$ cat config.mk
export PLATFORM = sky130hd
export DESIGN_NAME = memSubsystem
export DESIGN_NICKNAME = d
export VERILOG_FILES = /design/src/design/memPkg.sv /design/src/design/memSubsystem.sv /design/src/design/respAssembler.sv /design/src/design/byteSequencer.sv /design/src/design/reqArbiter.sv
export VERILOG_INCLUDE_DIRS = /design/src /design/src/design
export SDC_FILE = /design/constraint.sdc
export NUM_CORES = 1
export LEC_CHECK = 0
export ABC_AREA = 1
export BUFFER_PORTS_ARGS = -buffer_cell sky130_fd_sc_hd__buf_2
export CAP_MARGIN = 20
export CORE_MARGIN = 5
export CORE_UTILIZATION = 47
export CTS_BUF_LIST = sky130_fd_sc_hd__clkbuf_4 sky130_fd_sc_hd__clkbuf_8 sky130_fd_sc_hd__clkbuf_16
export CTS_CLUSTER_DIAMETER = 100
export DETAILED_ROUTE_END_ITERATION = 16
export PLACE_DENSITY = 0.76
export SLEW_MARGIN = 15
export SYNTH_ARGS = -nofsm -noshare
export SYNTH_HDL_FRONTEND = slang
export SYNTH_SLANG_ARGS = --single-unit
$ cat constraint.sdc
create_clock -name clk -period 9.4 [get_ports clk]
set_input_delay 1.88 -clock clk [delete_from_list [all_inputs] [get_ports clk]]
set_output_delay 1.88 -clock clk [all_outputs]
set_load 0.05 [all_outputs]
$ cat src/design/memCfg.svh
`ifndef MEM_CFG_SVH
`define MEM_CFG_SVH

// address and data word widths
`define MEM_ADDR_W 32
`define MEM_WORD_W 32

// ram is one byte wide
`define MEM_BYTE_W 8

// byte counts up to four
`define MEM_LEN_W 3
`define FETCH_BYTES 4

`endif
$ cat src/design/memPkg.sv
`include "memCfg.svh"

package memPkg;

    typedef enum logic [1:0] {
        kindFetch,
        kindLoad,
        kindStore
    } reqKind_t;

    typedef enum logic [1:0] {
        ownIdle,
        ownFetch,
        ownData
    } owner_t;

    typedef enum logic {
        seqIdle,
        seqIssue
    } seqState_t;

    typedef struct packed {
        reqKind_t               kind;
        logic [`MEM_ADDR_W-1:0] addr;
        logic [`MEM_LEN_W-1:0]  len;
        logic [`MEM_WORD_W-1:0] wdata;
    } memReq_t;

    typedef struct packed {
        logic [`MEM_ADDR_W-1:0] addr;
        logic [`MEM_BYTE_W-1:0] wdata;
        logic                   we;
    } ramPort_t;

    // describes the byte the ram returns one cycle later
    typedef struct packed {
        logic       valid;
        logic [1:0] idx;
        logic       last;
        reqKind_t   kind;
    } capture_t;

endpackage

$ cat src/design/memSubsystem.sv
`timescale 1ns/1ps
`include "memCfg.svh"

module memSubsystem
    import memPkg::*;
(
    input  logic                   clk,
    input  logic                   rst,
    input  logic                   fetchEn,
    input  logic [`MEM_ADDR_W-1:0] fetchAddr,
    output logic                   fetchDone,
    output logic [`MEM_WORD_W-1:0] fetchInst,
    input  logic                   dataEn,
    input  logic                   dataStore,
    input  logic [`MEM_LEN_W-1:0]  dataLen,
    input  logic [`MEM_ADDR_W-1:0] dataAddr,
    input  logic [`MEM_WORD_W-1:0] dataWdata,
    output logic                   dataDone,
    output logic [`MEM_WORD_W-1:0] dataRdata,
    output ramPort_t               ram,
    input  logic [`MEM_BYTE_W-1:0] ramRdata,
    input  logic                   ioBufferFull,
    input  logic                   rdy,
    output owner_t                 owner
);

    logic     pendValid;
    memReq_t  pendReq;
    logic     take;
    logic     finish;
    capture_t cap;

    reqArbiter reqArbiter_i (
        .clk       (clk),
        .rst       (rst),
        .fetchEn   (fetchEn),
        .fetchAddr (fetchAddr),
        .dataEn    (dataEn),
        .dataStore (dataStore),
        .dataLen   (dataLen),
        .dataAddr  (dataAddr),
        .dataWdata (dataWdata),
        .take      (take),
        .finish    (finish),
        .pendValid (pendValid),
        .pendReq   (pendReq),
        .owner     (owner)
    );

    byteSequencer byteSequencer_i (
        .clk          (clk),
        .rst          (rst),
        .ioBufferFull (ioBufferFull),
        .rdy          (rdy),
        .pendValid    (pendValid),
        .pendReq      (pendReq),
        .take         (take),
        .finish       (finish),
        .ram          (ram),
        .cap          (cap)
    );

    respAssembler respAssembler_i (
        .clk       (clk),
        .rst       (rst),
        .cap       (cap),
        .ramRdata  (ramRdata),
        .fetchDone (fetchDone),
        .fetchInst (fetchInst),
        .dataDone  (dataDone),
        .dataRdata (dataRdata)
    );

endmodule

$ cat src/design/respAssembler.sv
`timescale 1ns/1ps
`include "memCfg.svh"

module respAssembler
    import memPkg::*;
(
    input  logic                   clk,
    input  logic                   rst,
    input  capture_t               cap,
    input  logic [`MEM_BYTE_W-1:0] ramRdata,
    output logic                   fetchDone,
    output logic [`MEM_WORD_W-1:0] fetchInst,
    output logic                   dataDone,
    output logic [`MEM_WORD_W-1:0] dataRdata
);

    capture_t capQ;

    logic [`MEM_WORD_W-1:0] hold;
    logic [`MEM_WORD_W-1:0] merged;
    logic [`MEM_WORD_W-1:0] fetchHeld;
    logic [`MEM_WORD_W-1:0] dataHeld;
    logic                   wordEnd;
    logic                   loadEnd;

    // lines up with the byte now on ramRdata
    always_ff @(posedge clk) begin
        if (rst) begin
            capQ <= '0;
        end else begin
            capQ <= cap;
        end
    end

    // lane zero starts a fresh word, upper lanes stay zero
    always_comb begin
        merged = (capQ.idx == 2'd0) ? '0 : hold;
        merged[capQ.idx*`MEM_BYTE_W +: `MEM_BYTE_W] = ramRdata;
    end

    assign wordEnd   = capQ.valid && capQ.last;
    assign loadEnd   = wordEnd && (capQ.kind == kindLoad);
    assign fetchDone = wordEnd && (capQ.kind == kindFetch);
    assign dataDone  = wordEnd && (capQ.kind != kindFetch);

    // result shows in the done cycle and stays until the next one
    assign fetchInst = fetchDone ? merged : fetchHeld;
    assign dataRdata = loadEnd ? merged : dataHeld;

    always_ff @(posedge clk) begin
        if (capQ.valid && capQ.kind != kindStore) begin
            hold <= merged;
        end
        if (fetchDone) begin
            fetchHeld <= merged;
        end
        if (loadEnd) begin
            dataHeld <= merged;
        end
    end

    // one owner at a time, so the pulses never overlap or stretch
    donePulse: assert property (@(posedge clk) disable iff (rst)
        (fetchDone || dataDone) |-> !(fetchDone && dataDone) ##1 !(fetchDone || dataDone));

endmodule

$ cat src/design/byteSequencer.sv
`timescale 1ns/1ps
`include "memCfg.svh"

module byteSequencer
    import memPkg::*;
(
    input  logic     clk,
    input  logic     rst,
    input  logic     ioBufferFull,
    input  logic     rdy,
    input  logic     pendValid,
    input  memReq_t  pendReq,
    output logic     take,
    output logic     finish,
    output ramPort_t ram,
    output capture_t cap
);

    seqState_t state;
    memReq_t   cur;

    logic [`MEM_LEN_W-1:0] idx;
    logic [`MEM_LEN_W-1:0] idxNext;
    logic                  stall;
    logic                  lastByte;

    // whole machine freezes on either condition
    assign stall = ioBufferFull || !rdy;

    assign idxNext  = idx + 1'b1;
    assign lastByte = (idxNext == cur.len);

    assign take   = (state == seqIdle) && pendValid && !stall;
    assign finish = (state == seqIssue) && !stall && lastByte;

    always_ff @(posedge clk) begin
        if (rst) begin
            state <= seqIdle;
            idx   <= '0;
        end else begin
            case (state)
                seqIdle: begin
                    if (take) begin
                        state <= seqIssue;
                        idx   <= '0;
                    end
                end
                seqIssue: begin
                    if (!stall) begin
                        if (lastByte) begin
                            state <= seqIdle;
                        end else begin
                            idx <= idxNext;
                        end
                    end
                end
                default: begin
                    state <= seqIdle;
                end
            endcase
        end
    end

    // request copy, held for the whole transaction
    always_ff @(posedge clk) begin
        if (take) begin
            cur <= pendReq;
        end
    end

    always_comb begin
        ram = '0;
        cap = '0;
        if (state == seqIssue) begin
            ram.addr  = cur.addr + {{(`MEM_ADDR_W-`MEM_LEN_W){1'b0}}, idx};
            ram.wdata = cur.wdata[idx[1:0]*`MEM_BYTE_W +: `MEM_BYTE_W];
            ram.we    = (cur.kind == kindStore) && !stall;
            // stores only report the last write
            cap.valid = !stall && ((cur.kind != kindStore) || lastByte);
            cap.idx   = idx[1:0];
            cap.last  = lastByte;
            cap.kind  = cur.kind;
        end
    end

    // a load or fetch taken here never writes before it finishes
    noReadWrite: assert property (@(posedge clk) disable iff (rst)
        (take && pendReq.kind != kindStore) |=> (!ram.we until_with finish));

    // no second take until the running transaction finishes
    singleTake: assert property (@(posedge clk) disable iff (rst)
        take |=> (!take until_with finish));

endmodule

$ cat src/design/reqArbiter.sv
`timescale 1ns/1ps
`include "memCfg.svh"

module reqArbiter
    import memPkg::*;
(
    input  logic                   clk,
    input  logic                   rst,
    input  logic                   fetchEn,
    input  logic [`MEM_ADDR_W-1:0] fetchAddr,
    input  logic                   dataEn,
    input  logic                   dataStore,
    input  logic [`MEM_LEN_W-1:0]  dataLen,
    input  logic [`MEM_ADDR_W-1:0] dataAddr,
    input  logic [`MEM_WORD_W-1:0] dataWdata,
    input  logic                   take,
    input  logic                   finish,
    output logic                   pendValid,
    output memReq_t                pendReq,
    output owner_t                 owner
);

    localparam logic [`MEM_LEN_W-1:0] fetchLen = `FETCH_BYTES;

    logic canLatch;

    // only one transaction in flight at a time
    assign canLatch = (owner == ownIdle) && !pendValid;

    always_ff @(posedge clk) begin
        if (rst) begin
            owner     <= ownIdle;
            pendValid <= 1'b0;
        end else begin
            if (canLatch && dataEn) begin
                pendValid <= 1'b1;
                owner     <= ownData;
            end else if (canLatch && fetchEn) begin
                pendValid <= 1'b1;
                owner     <= ownFetch;
            end else if (take) begin
                pendValid <= 1'b0;
            end
            if (finish) begin
                owner <= ownIdle;
            end
        end
    end

    // data side wins when both ask in the same cycle
    always_ff @(posedge clk) begin
        if (canLatch) begin
            if (dataEn) begin
                pendReq.kind  <= dataStore ? kindStore : kindLoad;
                pendReq.addr  <= dataAddr;
                pendReq.len   <= dataLen;
                pendReq.wdata <= dataWdata;
            end else if (fetchEn) begin
                pendReq.kind  <= kindFetch;
                pendReq.addr  <= fetchAddr;
                pendReq.len   <= fetchLen;
                pendReq.wdata <= '0;
            end
        end
    end

    // sequencer must only finish a transaction this side handed out
    finishOwned: assert property (@(posedge clk) disable iff (rst)
        finish |-> owner != ownIdle);

    dataLenLegal: assert property (@(posedge clk) disable iff (rst)
        dataEn |-> dataLen inside {3'd1, 3'd2, 3'd4});

endmodule

==> summary.md, run 1 <==
| Metric | Value |
|---|---|
| Die area | `between 20000 and 30000 um2` |
| Slowest stage delay, CP | `about 0.86 ns` |
| Commonest non-fill, non-tap cell in the layout | `nand2_1` |
| Largest net degree at the start of global routing | `70` |
| Utilization after layout | `57.23%` |
| DR iter-0 viols | `between 400 and 500` |
| Fill count | `1908` |
| Port bufs | `222` |
| Antenna viol nets, final | `0` |
| Cell variety after synth | `between 40 and 50` |
| Seq/Total Area, Yosys | `a little over three fifths` |
| Remaining DRCs | `0` |
| Critical-path cell list | `ha_1 > inv_1 > fa_1 > inv_1 > nand2_1 > nand2_2 > nand2_4 > nor2_2 > nand2_1 > inv_2 > nand2_1 > nand2_1 > nand2_1 > nor2_1 > buf_2` |
| Pwr Density | `between 150 and 200 nW/um2` |
| Post_cts resized | `0` |
| Power Total | `2.518 mW` |
| Final GP Congestion | `0.8770` |
| Layout area overhead | `21.05%` |
| Maximum vdd drop | `0.1327 mV` |
| Share of post-route cells with drive strength above 1 | `27.43%` |
| Logic pwr share | `6.2%` |
| Post-CTS Setup Bufs | `0` |
| Final Hold Fails | `0` |
| Yosys top cell area share | `48.13%` |
| # hold bufs at CTS | `0` |
| Period utilization | `a little under three fifths` |
| Sequential Power Share | `50.9%` |
| Data arrival, critical path | `between 3 and 4 ns` |
| FMAX | `around 190 MHz` |
| Pins over their slew limit | `0` |
| Most used DFF post-synth | `edfxtp_1` |
| Post-Syn Area | `10610 um2` |
| TritonCTS clock tree | `done` |
| Internal | `1.941 mW` |
| Via count | `7904` |
| Drt pass-1 iters | `5` |
| Largest area contributor in the netlist | `edfxtp_1` |
| Yosys warnings | `0` |
| Worst Path Max Fanout | `20` |
| Antenna diodes | `0` |
| CP max-delay cell | `dfxtp_1` |
| Die X | `about 160 um` |
| Status | `completed` |
| Crit-path most repeated cell | `nand2_1` |
| Worst-Skew Late Latency | `around 0.54 ns` |
| Slew of the pin with the lowest slew margin | `about 1 ns` |
| Crit path capture type | `output pin` |
| Final wirelength | `approximately 25 mm` |
| Vias per inst | `4.971` |
| Setup total negative slack | `0 ns` |
| Clock Sinks | `247` |
| Cells after Synth | `1067` |
| Syn nets | `1191` |
| Final Critical Period | `5.327 ns` |
| Final net count | `1408` |
| Delay-heaviest family, CP | `simple AND/OR/NAND/NOR gates` |
| CP Launch Type | `flip-flop` |
| Unrepaired setup endpoints after global routing | `no` |
| Critical Path RT | `about 7.5 ns` |
| DP HPWL | `between 15 and 20 mm` |
| Initial core utilization | `47.28%` |
| Global Route Usage Sum | `19.20%` |
| Clock power frac | `42.9%` |
| Num ports | `around 220` |
| Grt ovf | `0` |
| Initial antenna violation count | `0` |
| Fin Clk Skew | `0.01274 ns` |
| Root Driver | `clkbuf_16` |
| Vias in the first global route | `7912` |
| First-pass GRT wire length | `40.20 mm` |
| CTS H-tree lvls | `1` |
| Pleak | `5.768 nW` |
| Critical path type | `flip-flop to output pin` |
| Max Cap Viol | `0` |
| Die Ht | `between 150 and 200 um` |
| Setup violators final | `0` |
| Worst slew margin | `between 30% and 40%` |
| Sw power | `roughly 580 uW` |
| Register bit total from synthesis | `between 200 and 250` |
| Largest cells by area after synthesis | `edfxtp_1 (48%), dfxtp_1 (15%), nand2_1 (12%), inv_1 (4.0%), nor2_1 (3.3%)` |
| Total core area | `22430 um2` |
| Std-Cell Rows | `55` |
| Buf/Inv on CP | `4` |
| Reg clk slew, reported paths | `0.06 ns` |
| Commonest non-fill, non-tap cells in the layout | `nand2_1 (352), buf_2 (221), edfxtp_1 (170)` |
| Syn_area_per_cell | `9.940 um2` |
| HP Class | `flip-flop to flip-flop` |
| Switching Fraction | `22.91%` |
| EDFF count, synth | `170` |
| Async SR Flop Fraction | `0%` |
| Inserted Clock Buffers | `27` |
| WL per Instance | `15.94 um` |
| Clock buffer depth | `3` |
==> routing by layer <==
layer	GRT usage (%)	share of wire [%]	up-vias
met1	24.59	42	3664
met3	3.742	6.4	48
met5	0	0	-
li1	-	-	3921
met4	5.788	2.8	0
met2	33.18	48	271
==> metrics by stage <==
step	cell area (um2)	cells	worst slack (ns)	hold WS [ns]
6_report	12840	1590	4.073	0.4130
5_1_grt	12840	1590	3.840	0.4231
4_1_cts	12840	1590	4.033	0.4163
3_5_place_dp	11900	1540	4.374	0.4045
3_3_place_gp	11900	1540	4.497	0.4005
2_1_floorplan	10610	1067	4.146	0.4003
==> path summary, 6_finish.rpt <==
| kind | from | endpoint | slack (ns) | cells after the start |
|---|---|---|---|---|
| setup reg to reg | byteSequencer_i.state | byteSequencer_i.cur[28] | 6.45 | 4 |
| hold / removal | reqArbiter_i.pendReq[50] | byteSequencer_i.cur[50] | 0.41 | 0 |
| setup / recovery | byteSequencer_i.idx[0] | ram[39] | 4.07 | 15 |
| hold reg to reg | reqArbiter_i.pendReq[50] | byteSequencer_i.cur[50] | 0.41 | 0 |
==> worst reg2reg max path, cell delays in order, from the launching register on <==
cell and delay (ns):
dfxtp_1 0.55, inv_2 0.58, nand3_1 0.34, inv_2 0.48, buf_4 0.60
==> cells by family (layout without fill, tap and decap cells) <==
| kind of cell | count (synthesis) | after routing | share of synthesized area (%) |
|---|---|---|---|
| mux | 24 | 24 | 2.548 |
| buf+inv | 164 | 402 | 6.512 |
| compound gates | 96 | 96 | 5.733 |
| flops | 247 | 247 | 62.66 |
| simple gates | 522 | 522 | 20.96 |
| xor+xnor | 4 | 4 | 0.3304 |
| fa+ha+maj | 10 | 10 | 1.250 |
==> area by class of cell <==
cell class,instances,area (um2),area share [%]
sequential,247,6646,51.77
clock buffer,33,774.5,6.033
timing repair buffer,227,1151,8.966
inverter,125,473.0,3.684
multi-input combinational,656,3279,25.54
tap,285,356.6,2.777
clock inverter,17,157.7,1.228
==> power by group through the flow <==
stage          Combinational (mW)  Clock [mW]  Sequential [mW]
6_report                    0.157        1.08             1.28
3_3_place_gp                0.153           0             1.30
2_1_floorplan              0.0969           0             1.30
3_5_place_dp                0.158           0             1.30
4_1_cts                     0.159        1.10             1.28
5_1_grt                     0.174        1.14             1.29
==> cell usage after synthesis (all sizes together), types with 2 or more instances <==
master,number
o21ai,37
dfxtp,77
a21oi,23
nand2,358
inv,123
clkbuf,12
edfxtp,170
or2,2
nand3,32
nor3,17
mux2,24
ha,9
nand4,8
buf,27
o22ai,24
xor2,3
nor2,104
clkinv,2
o32ai,8
a31oi,2
==> sequential cells by signal (all words and copies together) (netlist names) <==
register,flops
respAssembler_i.fetchHeld,32
respAssembler_i.capQ,6
byteSequencer_i.idx,3
reqArbiter_i.pendValid,1
respAssembler_i.dataHeld,32
byteSequencer_i.cur,69
byteSequencer_i.state,1
reqArbiter_i.owner,2
reqArbiter_i.pendReq,69
respAssembler_i.hold,32
Note: power is estimated with default switching activity, not from simulation.
==> inputs of run 2 (changes only) <==
--- a/config.mk
+++ b/config.mk
@@ -14,7 +14,7 @@
 export CTS_BUF_LIST = sky130_fd_sc_hd__clkbuf_4 sky130_fd_sc_hd__clkbuf_8 sky130_fd_sc_hd__clkbuf_16
 export CTS_CLUSTER_DIAMETER = 100
 export DETAILED_ROUTE_END_ITERATION = 16
-export PLACE_DENSITY = 0.76
+export PLACE_DENSITY = 0.79
 export SLEW_MARGIN = 15
 export SYNTH_ARGS = -nofsm -noshare
 export SYNTH_HDL_FRONTEND = slang
==> constraint.sdc (replaced) <==
create_clock -name clk -period 4.5 [get_ports clk]
set_input_delay 0.9 -clock clk [delete_from_list [all_inputs] [get_ports clk]]
set_output_delay 0.9 -clock clk [all_outputs]
set_load 0.05 [all_outputs]
==> summary.md, run 2 (synthesis results as in run 1) <==
| Metric | Value |
|---|---|
| Setup violators final | `0 (unchanged)` |
| # hold bufs at CTS | `0 (unchanged)` |
| Port bufs | `222 (unchanged)` |
| Sequential Power Share | `51.8% (+0.9 points)` |
| Final net count | `1411 (+0.21%)` |
| Worst Reg2Reg Path Length in Cells | `4 (unchanged)` |
| Worst Hold Launch | `reqArbiter_i.pendReq[49]` |
| Final GP Congestion | `0.8860 (+1.0%)` |
| Total core area | `22430 um2 (unchanged)` |
| Max Cap Viol | `0 (unchanged)` |
| Status | `completed` |
| Pins over their slew limit | `0 (unchanged)` |
| GRT met2 Usage | `33.12% (-0.058 points)` |
| Post_cts resized | `0 (unchanged)` |
| Via count | `7922 (+0.23%)` |
| Setup total negative slack | `0 ns (unchanged)` |
| Fin Clk Skew | `0.009534 ns (-0.003207 ns)` |
| Clock power frac | `41.6% (-1.3 points)` |
| Switching Fraction | `22.76% (-0.15 points)` |
| Worst Path Max Fanout | `11 (-45%)` |
| Drt pass-1 iters | `5 (unchanged)` |
| Layout area overhead | `21.23%` |
| Clock buffer depth | `3 (unchanged)` |
| Sw power | `1.174 mW (+100%)` |
| Grt ovf | `0 (unchanged)` |
| Remaining DRCs | `0 (unchanged)` |
| Die X | `160.2 um (unchanged)` |
| WHS Endpoint | `byteSequencer_i.cur[49]` |
| Worst r2r dst | `byteSequencer_i.cur[3]` |
| Reg clk slew, reported paths | `0.06 ns (about the same)` |
| Final Critical Period | `4.193 ns` |
| First-pass GRT wire length | `39.85 mm (-0.88%)` |
| CP Launch Type | `flip-flop` |
| Inserted Clock Buffers | `26 (-3.7%)` |
| Vias in the first global route | `7715 (-2.5%)` |
| CP max-delay cell | `dfxtp_1` |
| Clock Sinks | `247 (unchanged)` |
| Worst-Skew Late Latency | `0.53 ns (about the same)` |
| Die area | `25670 um2 (unchanged)` |
| CTS H-tree lvls | `1 (unchanged)` |
| Std-Cell Rows | `55 (unchanged)` |
| Critical-path cell list | `clkinv_2 > ha_1 > or2_0 > o22ai_1 > mux2_2 > buf_2` |
| Root Driver | `clkbuf_16` |
| DP HPWL | `18.07 mm (+0.77%)` |
| Worst path depth | `6 (-9)` |
| FMAX | `around 240 MHz` |
| Initial antenna violation count | `0 (unchanged)` |
| Busiest grt layer | `met2` |
| Top flop regs | `byteSequencer_i.cur: 69 flops, reqArbiter_i.pendReq: 69 flops` |
| Critical path type | `flip-flop to output pin` |
| Maximum vdd drop | `0.2137 mV (+61%)` |
| Power Total | `5.156 mW (+100%)` |
| Slew of the pin with the lowest slew margin | `0.9446 ns (-0.04887 ns)` |
| Critical Path RT | `3.60 ns (-3.92 ns)` |
| Reg-to-reg critical path startpoint | `byteSequencer_i.state` |
| Internal | `3.982 mW (+110%)` |
| Die Ht | `160.2 um (unchanged)` |
| Worst slew margin | `36.94% (+3.6 points)` |
| Crit path capture type | `output pin` |
| Final wirelength | `25.04 mm (-1.2%)` |
| Pwr Density | `401.0 nW/um2 (+100%)` |
| Num ports | `223 (unchanged)` |
| Vias per inst | `4.976 (+0.10%)` |
| Largest net degree at the start of global routing | `68 (-2.9%)` |
| HP Class | `flip-flop to flip-flop` |
| Buf/Inv on CP | `2 (-2)` |
| Commonest non-fill, non-tap cell in the layout | `nand2_1` |
| Reg-to-reg slack, setup | `1.92 ns (-4.53 ns)` |
| Met3 Usage GRT | `3.406% (-0.34 points)` |
| Unrepaired setup endpoints after global routing | `no` |
| Post-CTS Setup Bufs | `0 (unchanged)` |
| Share of post-route cells with drive strength above 1 | `27.39% (-0.042 points)` |
| Antenna diodes | `0 (unchanged)` |
| Delay-heaviest family, CP | `flip-flops` |
| Antenna viol nets, final | `0 (unchanged)` |
| Met1 GRT Util | `24.81% (+0.21 points)` |
| Global Route Usage Sum | `19.02% (-0.18 points)` |
| Initial core utilization | `47.28% (unchanged)` |
| Final Hold Fails | `0 (unchanged)` |
| Logic pwr share | `6.6% (+0.4 points)` |
| Period utilization | `slightly above 90%` |
| Pleak | `5.783 nW (+0.27%)` |
| WL per Instance | `15.73 um (-1.3%)` |
| TritonCTS clock tree | `done` |
| Hold Path Stages | `0 (unchanged)` |
| Commonest non-fill, non-tap cells in the layout | `nand2_1 (352), buf_2 (222), edfxtp_1 (170)` |
| Slowest stage delay, CP | `0.67 ns (-0.19 ns)` |
| Data arrival, critical path | `3.29 ns (-0.16 ns)` |
| DR iter-0 viols | `736 (+54%)` |
[run 2: cell types whose count changed in the layout (fill, tap and decap cells not counted), sizes merged]
cell / before / now
buf: 227 / 231
clkinv: 10 / 13
inv: 125 / 124
clkbuf: 33 / 32
clkinvlp: 5 / 2
[run 2: metrics by stage]
| stage | utilization [%] | worst slack, ns | hold slack [ns] | instance area, um2 | std cells |
|---|---|---|---|---|---|
| 6_report | 57.32 | 0.3069 | 0.4157 | 12860 | 1592 |
| 5_1_grt | 57.32 | 0.1030 | 0.4207 | 12860 | 1592 |
| 4_1_cts | 57.19 | 0.2803 | 0.4168 | 12830 | 1591 |
| 3_5_place_dp | 53.25 | 0.8656 | 0.4045 | 11950 | 1543 |
| 3_3_place_gp | 53.25 | 0.9479 | 0.4012 | 11950 | 1543 |
| 2_1_floorplan | - | 0.9740 | 0.4003 | 10610 | 1067 |
[run 2: power by group through the flow]
stage	sequential, mW	combinational, mW	clock (mW)
after floorplan	2.71	0.203	0
after detailed placement	2.72	0.344	0
after global placement	2.71	0.332	0
after global routing	2.68	0.375	2.28
after CTS	2.67	0.345	2.18
final	2.67	0.340	2.14
[run 2: worst max-delay path by stage]
stage	start	to	slack (ns)
floorplan	byteSequencer_i.idx[1]	ram[15]	0.97
global placement	respAssembler_i.capQ[3]	dataRdata[5]	0.95
detailed placement	respAssembler_i.capQ[3]	dataRdata[7]	0.87
CTS	respAssembler_i.capQ[3]	dataRdata[7]	0.28
global route	respAssembler_i.capQ[3]	dataRdata[5]	0.10
finish	respAssembler_i.capQ[3]	dataRdata[7]	0.31
[run 2: layout make-up]
type                            count  area, um2
Clock buffer                       32      719.4
Clock inverter                     16      165.2
Fill cell                        1888       9575
Inverter                          125      473.0
Multi-Input combinational cell    656       3287
Sequential cell                   247       6646
Tap cell                          285      356.6
Timing Repair Buffer              231       1211
[run 2: layer usage]
metal  vias to the layer above  part of all wire [%]
li1                       3927                     -
met5                         -                     0
met4                         0                   2.0
met3                        32                   6.8
met2                       288                    49
met1                      3675                    42
==> inputs of run 3 (changes only) <==
--- a/config.mk
+++ b/config.mk
@@ -11,9 +11,9 @@
 export CAP_MARGIN = 20
 export CORE_MARGIN = 5
 export CORE_UTILIZATION = 47
-export CTS_BUF_LIST = sky130_fd_sc_hd__clkbuf_4 sky130_fd_sc_hd__clkbuf_8 sky130_fd_sc_hd__clkbuf_16
 export CTS_CLUSTER_DIAMETER = 100
 export DETAILED_ROUTE_END_ITERATION = 16
+export GPL_TIMING_DRIVEN = 0
 export PLACE_DENSITY = 0.79
 export SLEW_MARGIN = 15
 export SYNTH_ARGS = -nofsm -noshare
==> summary.md, run 3 (synthesis results as in run 1) <==
| Metric | Value |
|---|---|
| Unrepaired setup endpoints after global routing | `no` |
| Area occupied by multi-input gates | `3281 um2 (-0.19%)` |
| Worst slew margin | `51.74% (+15 points)` |
| Inserted Clock Buffers | `26 (unchanged)` |
| Largest net degree at the start of global routing | `62 (-8.8%)` |
| Port bufs | `221 (-0.45%)` |
| Die X | `160.2 um (unchanged)` |
| Max Cap Viol | `0 (unchanged)` |
| CP Launch Type | `flip-flop` |
| FMAX | `253.4 MHz (+6.3%)` |
| CTS H-tree lvls | `1 (unchanged)` |
| DP HPWL | `19.56 mm (+8.2%)` |
| Period utilization | `87.68% (-5.5 points)` |
| Clock Sinks | `247 (unchanged)` |
| Setup total negative slack | `0 ns (unchanged)` |
| Initial antenna violation count | `1 (+1)` |
| WL per Instance | `15.95 um (+1.4%)` |
| Data arrival, critical path | `3.05 ns (-0.24 ns)` |
| Drt pass-1 iters | `5 (unchanged)` |
| Layout area overhead | `22.43%` |
| Vias per inst | `4.954 (-0.44%)` |
| Commonest non-fill, non-tap cell in the layout | `nand2_1` |
| Metal2 WL | `12.66 mm (+2.6%)` |
| Fill count | `1878 (-0.53%)` |
| Global Route Usage Sum | `19.92% (+0.89 points)` |
| Non-filler cells in the finished layout | `1624 (+2.0%)` |
| Pwr Density | `389.8 nW/um2 (-2.8%)` |
| Worst Hold Launch | `reqArbiter_i.pendReq[35]` |
| Crit path capture type | `output pin` |
| Setup violators final | `0 (unchanged)` |
| Total core area | `22430 um2 (unchanged)` |
| Final wirelength | `25.90 mm (+3.4%)` |
| Reg-to-reg critical path startpoint | `respAssembler_i.capQ[3]` |
| Commonest non-fill, non-tap cells in the layout | `nand2_1 (352), buf_2 (233), edfxtp_1 (170)` |
| Critical path startpoint | `byteSequencer_i.idx[1]` |
| Pleak | `5.859 nW (+1.3%)` |
| Final net count | `1443 (+2.3%)` |
| Crit-path most repeated cell | `nand2_1` |
| Share of post-route cells with drive strength above 1 | `27.48% (+0.092 points)` |
| Num ports | `223 (unchanged)` |
| Std-Cell Rows | `55 (unchanged)` |
| Reg clk slew, reported paths | `0.06 ns (about the same)` |
| Post-CTS Setup Bufs | `0 (unchanged)` |
| Slew of the pin with the lowest slew margin | `0.7238 ns (-0.2208 ns)` |
| Met1 wire length | `10.69 mm (+1.8%)` |
| Root Driver | `clkbuf_16` |
| Die area | `25670 um2 (unchanged)` |
| Die Ht | `160.2 um (unchanged)` |
| Slowest stage delay, CP | `0.43 ns (-0.24 ns)` |
| Maximum vdd drop | `0.2595 mV (+21%)` |
| First-pass GRT wire length | `41.63 mm (+4.5%)` |
| Initial core utilization | `47.28% (unchanged)` |
| Critical Path RT | `3.60 ns (about the same)` |
| Critical path type | `flip-flop to output pin` |
| HP Class | `flip-flop to flip-flop` |
| Worst Path Max Fanout | `10 (-1)` |
| Met3 routed WL | `1.950 mm (+15%)` |
| Via count | `8046 (+1.6%)` |
| Final Hold Fails | `0 (unchanged)` |
| Vias in the first global route | `8196 (+6.2%)` |
| Clock buffer depth | `3 (unchanged)` |
| TritonCTS clock tree | `done` |
| Antenna diodes | `0 (unchanged)` |
| Final GP Congestion | `0.9161 (+3.4%)` |
| Grt ovf | `0 (unchanged)` |
| Worst-Skew Late Latency | `0.53 ns (about the same)` |
| Uppermost routed layer | `met5` |
| Post_cts resized | `0 (unchanged)` |
| Fin Clk Skew | `0.03095 ns (+0.02142 ns)` |
| Remaining DRCs | `0 (unchanged)` |
| Antenna viol nets, final | `0 (unchanged)` |
| Status | `completed` |
| DR iter-0 viols | `578 (-21%)` |
| Pins over their slew limit | `0 (unchanged)` |
| # hold bufs at CTS | `0 (unchanged)` |
| Sequential Area | `6646 um2 (unchanged)` |
| Critical-path cell list | `buf_2 > inv_2 > fa_1 > inv_1 > nand2_1 > nand2_2 > nand2_4 > nor2_2 > nand2_1 > inv_2 > nand2_1 > nand2_1 > nand2_1 > nor2_1 > buf_2` |
| Reg-to-reg slack, setup | `2.37 ns (+0.45 ns)` |
| CP max-delay cell | `fa_1` |
| Inst Count DP | `1576 (+2.1%)` |
| Top flop regs | `byteSequencer_i.cur: 69 flops, reqArbiter_i.pendReq: 69 flops` |
| Final Critical Period | `3.946 ns (-0.2474 ns)` |
[run 3: path summary, 6_finish.rpt]
kind | end | cells after the start
worst max-delay path | ram[39] | 15
worst min-delay path | byteSequencer_i.cur[35] | 0
worst max register to register | respAssembler_i.dataHeld[3] | 7
worst min register to register | byteSequencer_i.cur[35] | 0
[run 3: metrics by stage]
| stage | setup slack (ns) | util, % | power [mW] | hold WS, ns | area, um2 |
|---|---|---|---|---|---|
| 3_5_place_dp | 1.074 | 54.24 | 3.082 | 0.4045 | 12170 |
| 3_3_place_gp | 0.3574 | 53.80 | 3.050 | 0.4019 | 12070 |
| 2_1_floorplan | 0.9740 | - | 2.917 | 0.4003 | 10610 |
| 4_1_cts | 0.4941 | 57.88 | 5.118 | 0.4168 | 12990 |
| 6_report | 0.5543 | 57.88 | 5.061 | 0.4095 | 12990 |
| 5_1_grt | 0.2697 | 57.88 | 5.258 | 0.4235 | 12990 |
[run 3: area by class of cell]
type	instances	share of cell area [%]
Sequential cell	247	51.18
Multi-Input combinational cell	656	25.26
Timing Repair Buffer	224	9.154
Clock buffer	31	5.319
Inverter	125	3.681
Tap cell	285	2.746
Buffer	39	1.677
Clock inverter	17	0.9732
[run 3: critical path, delay by kind of cell (launching register included)]
family,cells,cell delay [ns]
fa+ha+maj,1,0.43
buf+inv,5,0.87
simple gates,9,0.83
flops,1,0.37
[run 3: metal layers]
layer	GRT usage (%)	up-vias
li1	-	4004
met3	4.103	41
met1	25.41	3680
met4	5.319	2
met2	34.70	319
met5	0	-
[run 3: report_power, final]
group / leakage [nW] / internal [mW] / switching, mW / total, mW
Sequential: 2.19 / 2.62 / 0.0516 / 2.67
Combinational: 3.27 / 0.104 / 0.251 / 0.356
Clock: 0.399 / 1.16 / 0.874 / 2.03
Total: 5.86 / 3.88 / 1.18 / 5.06
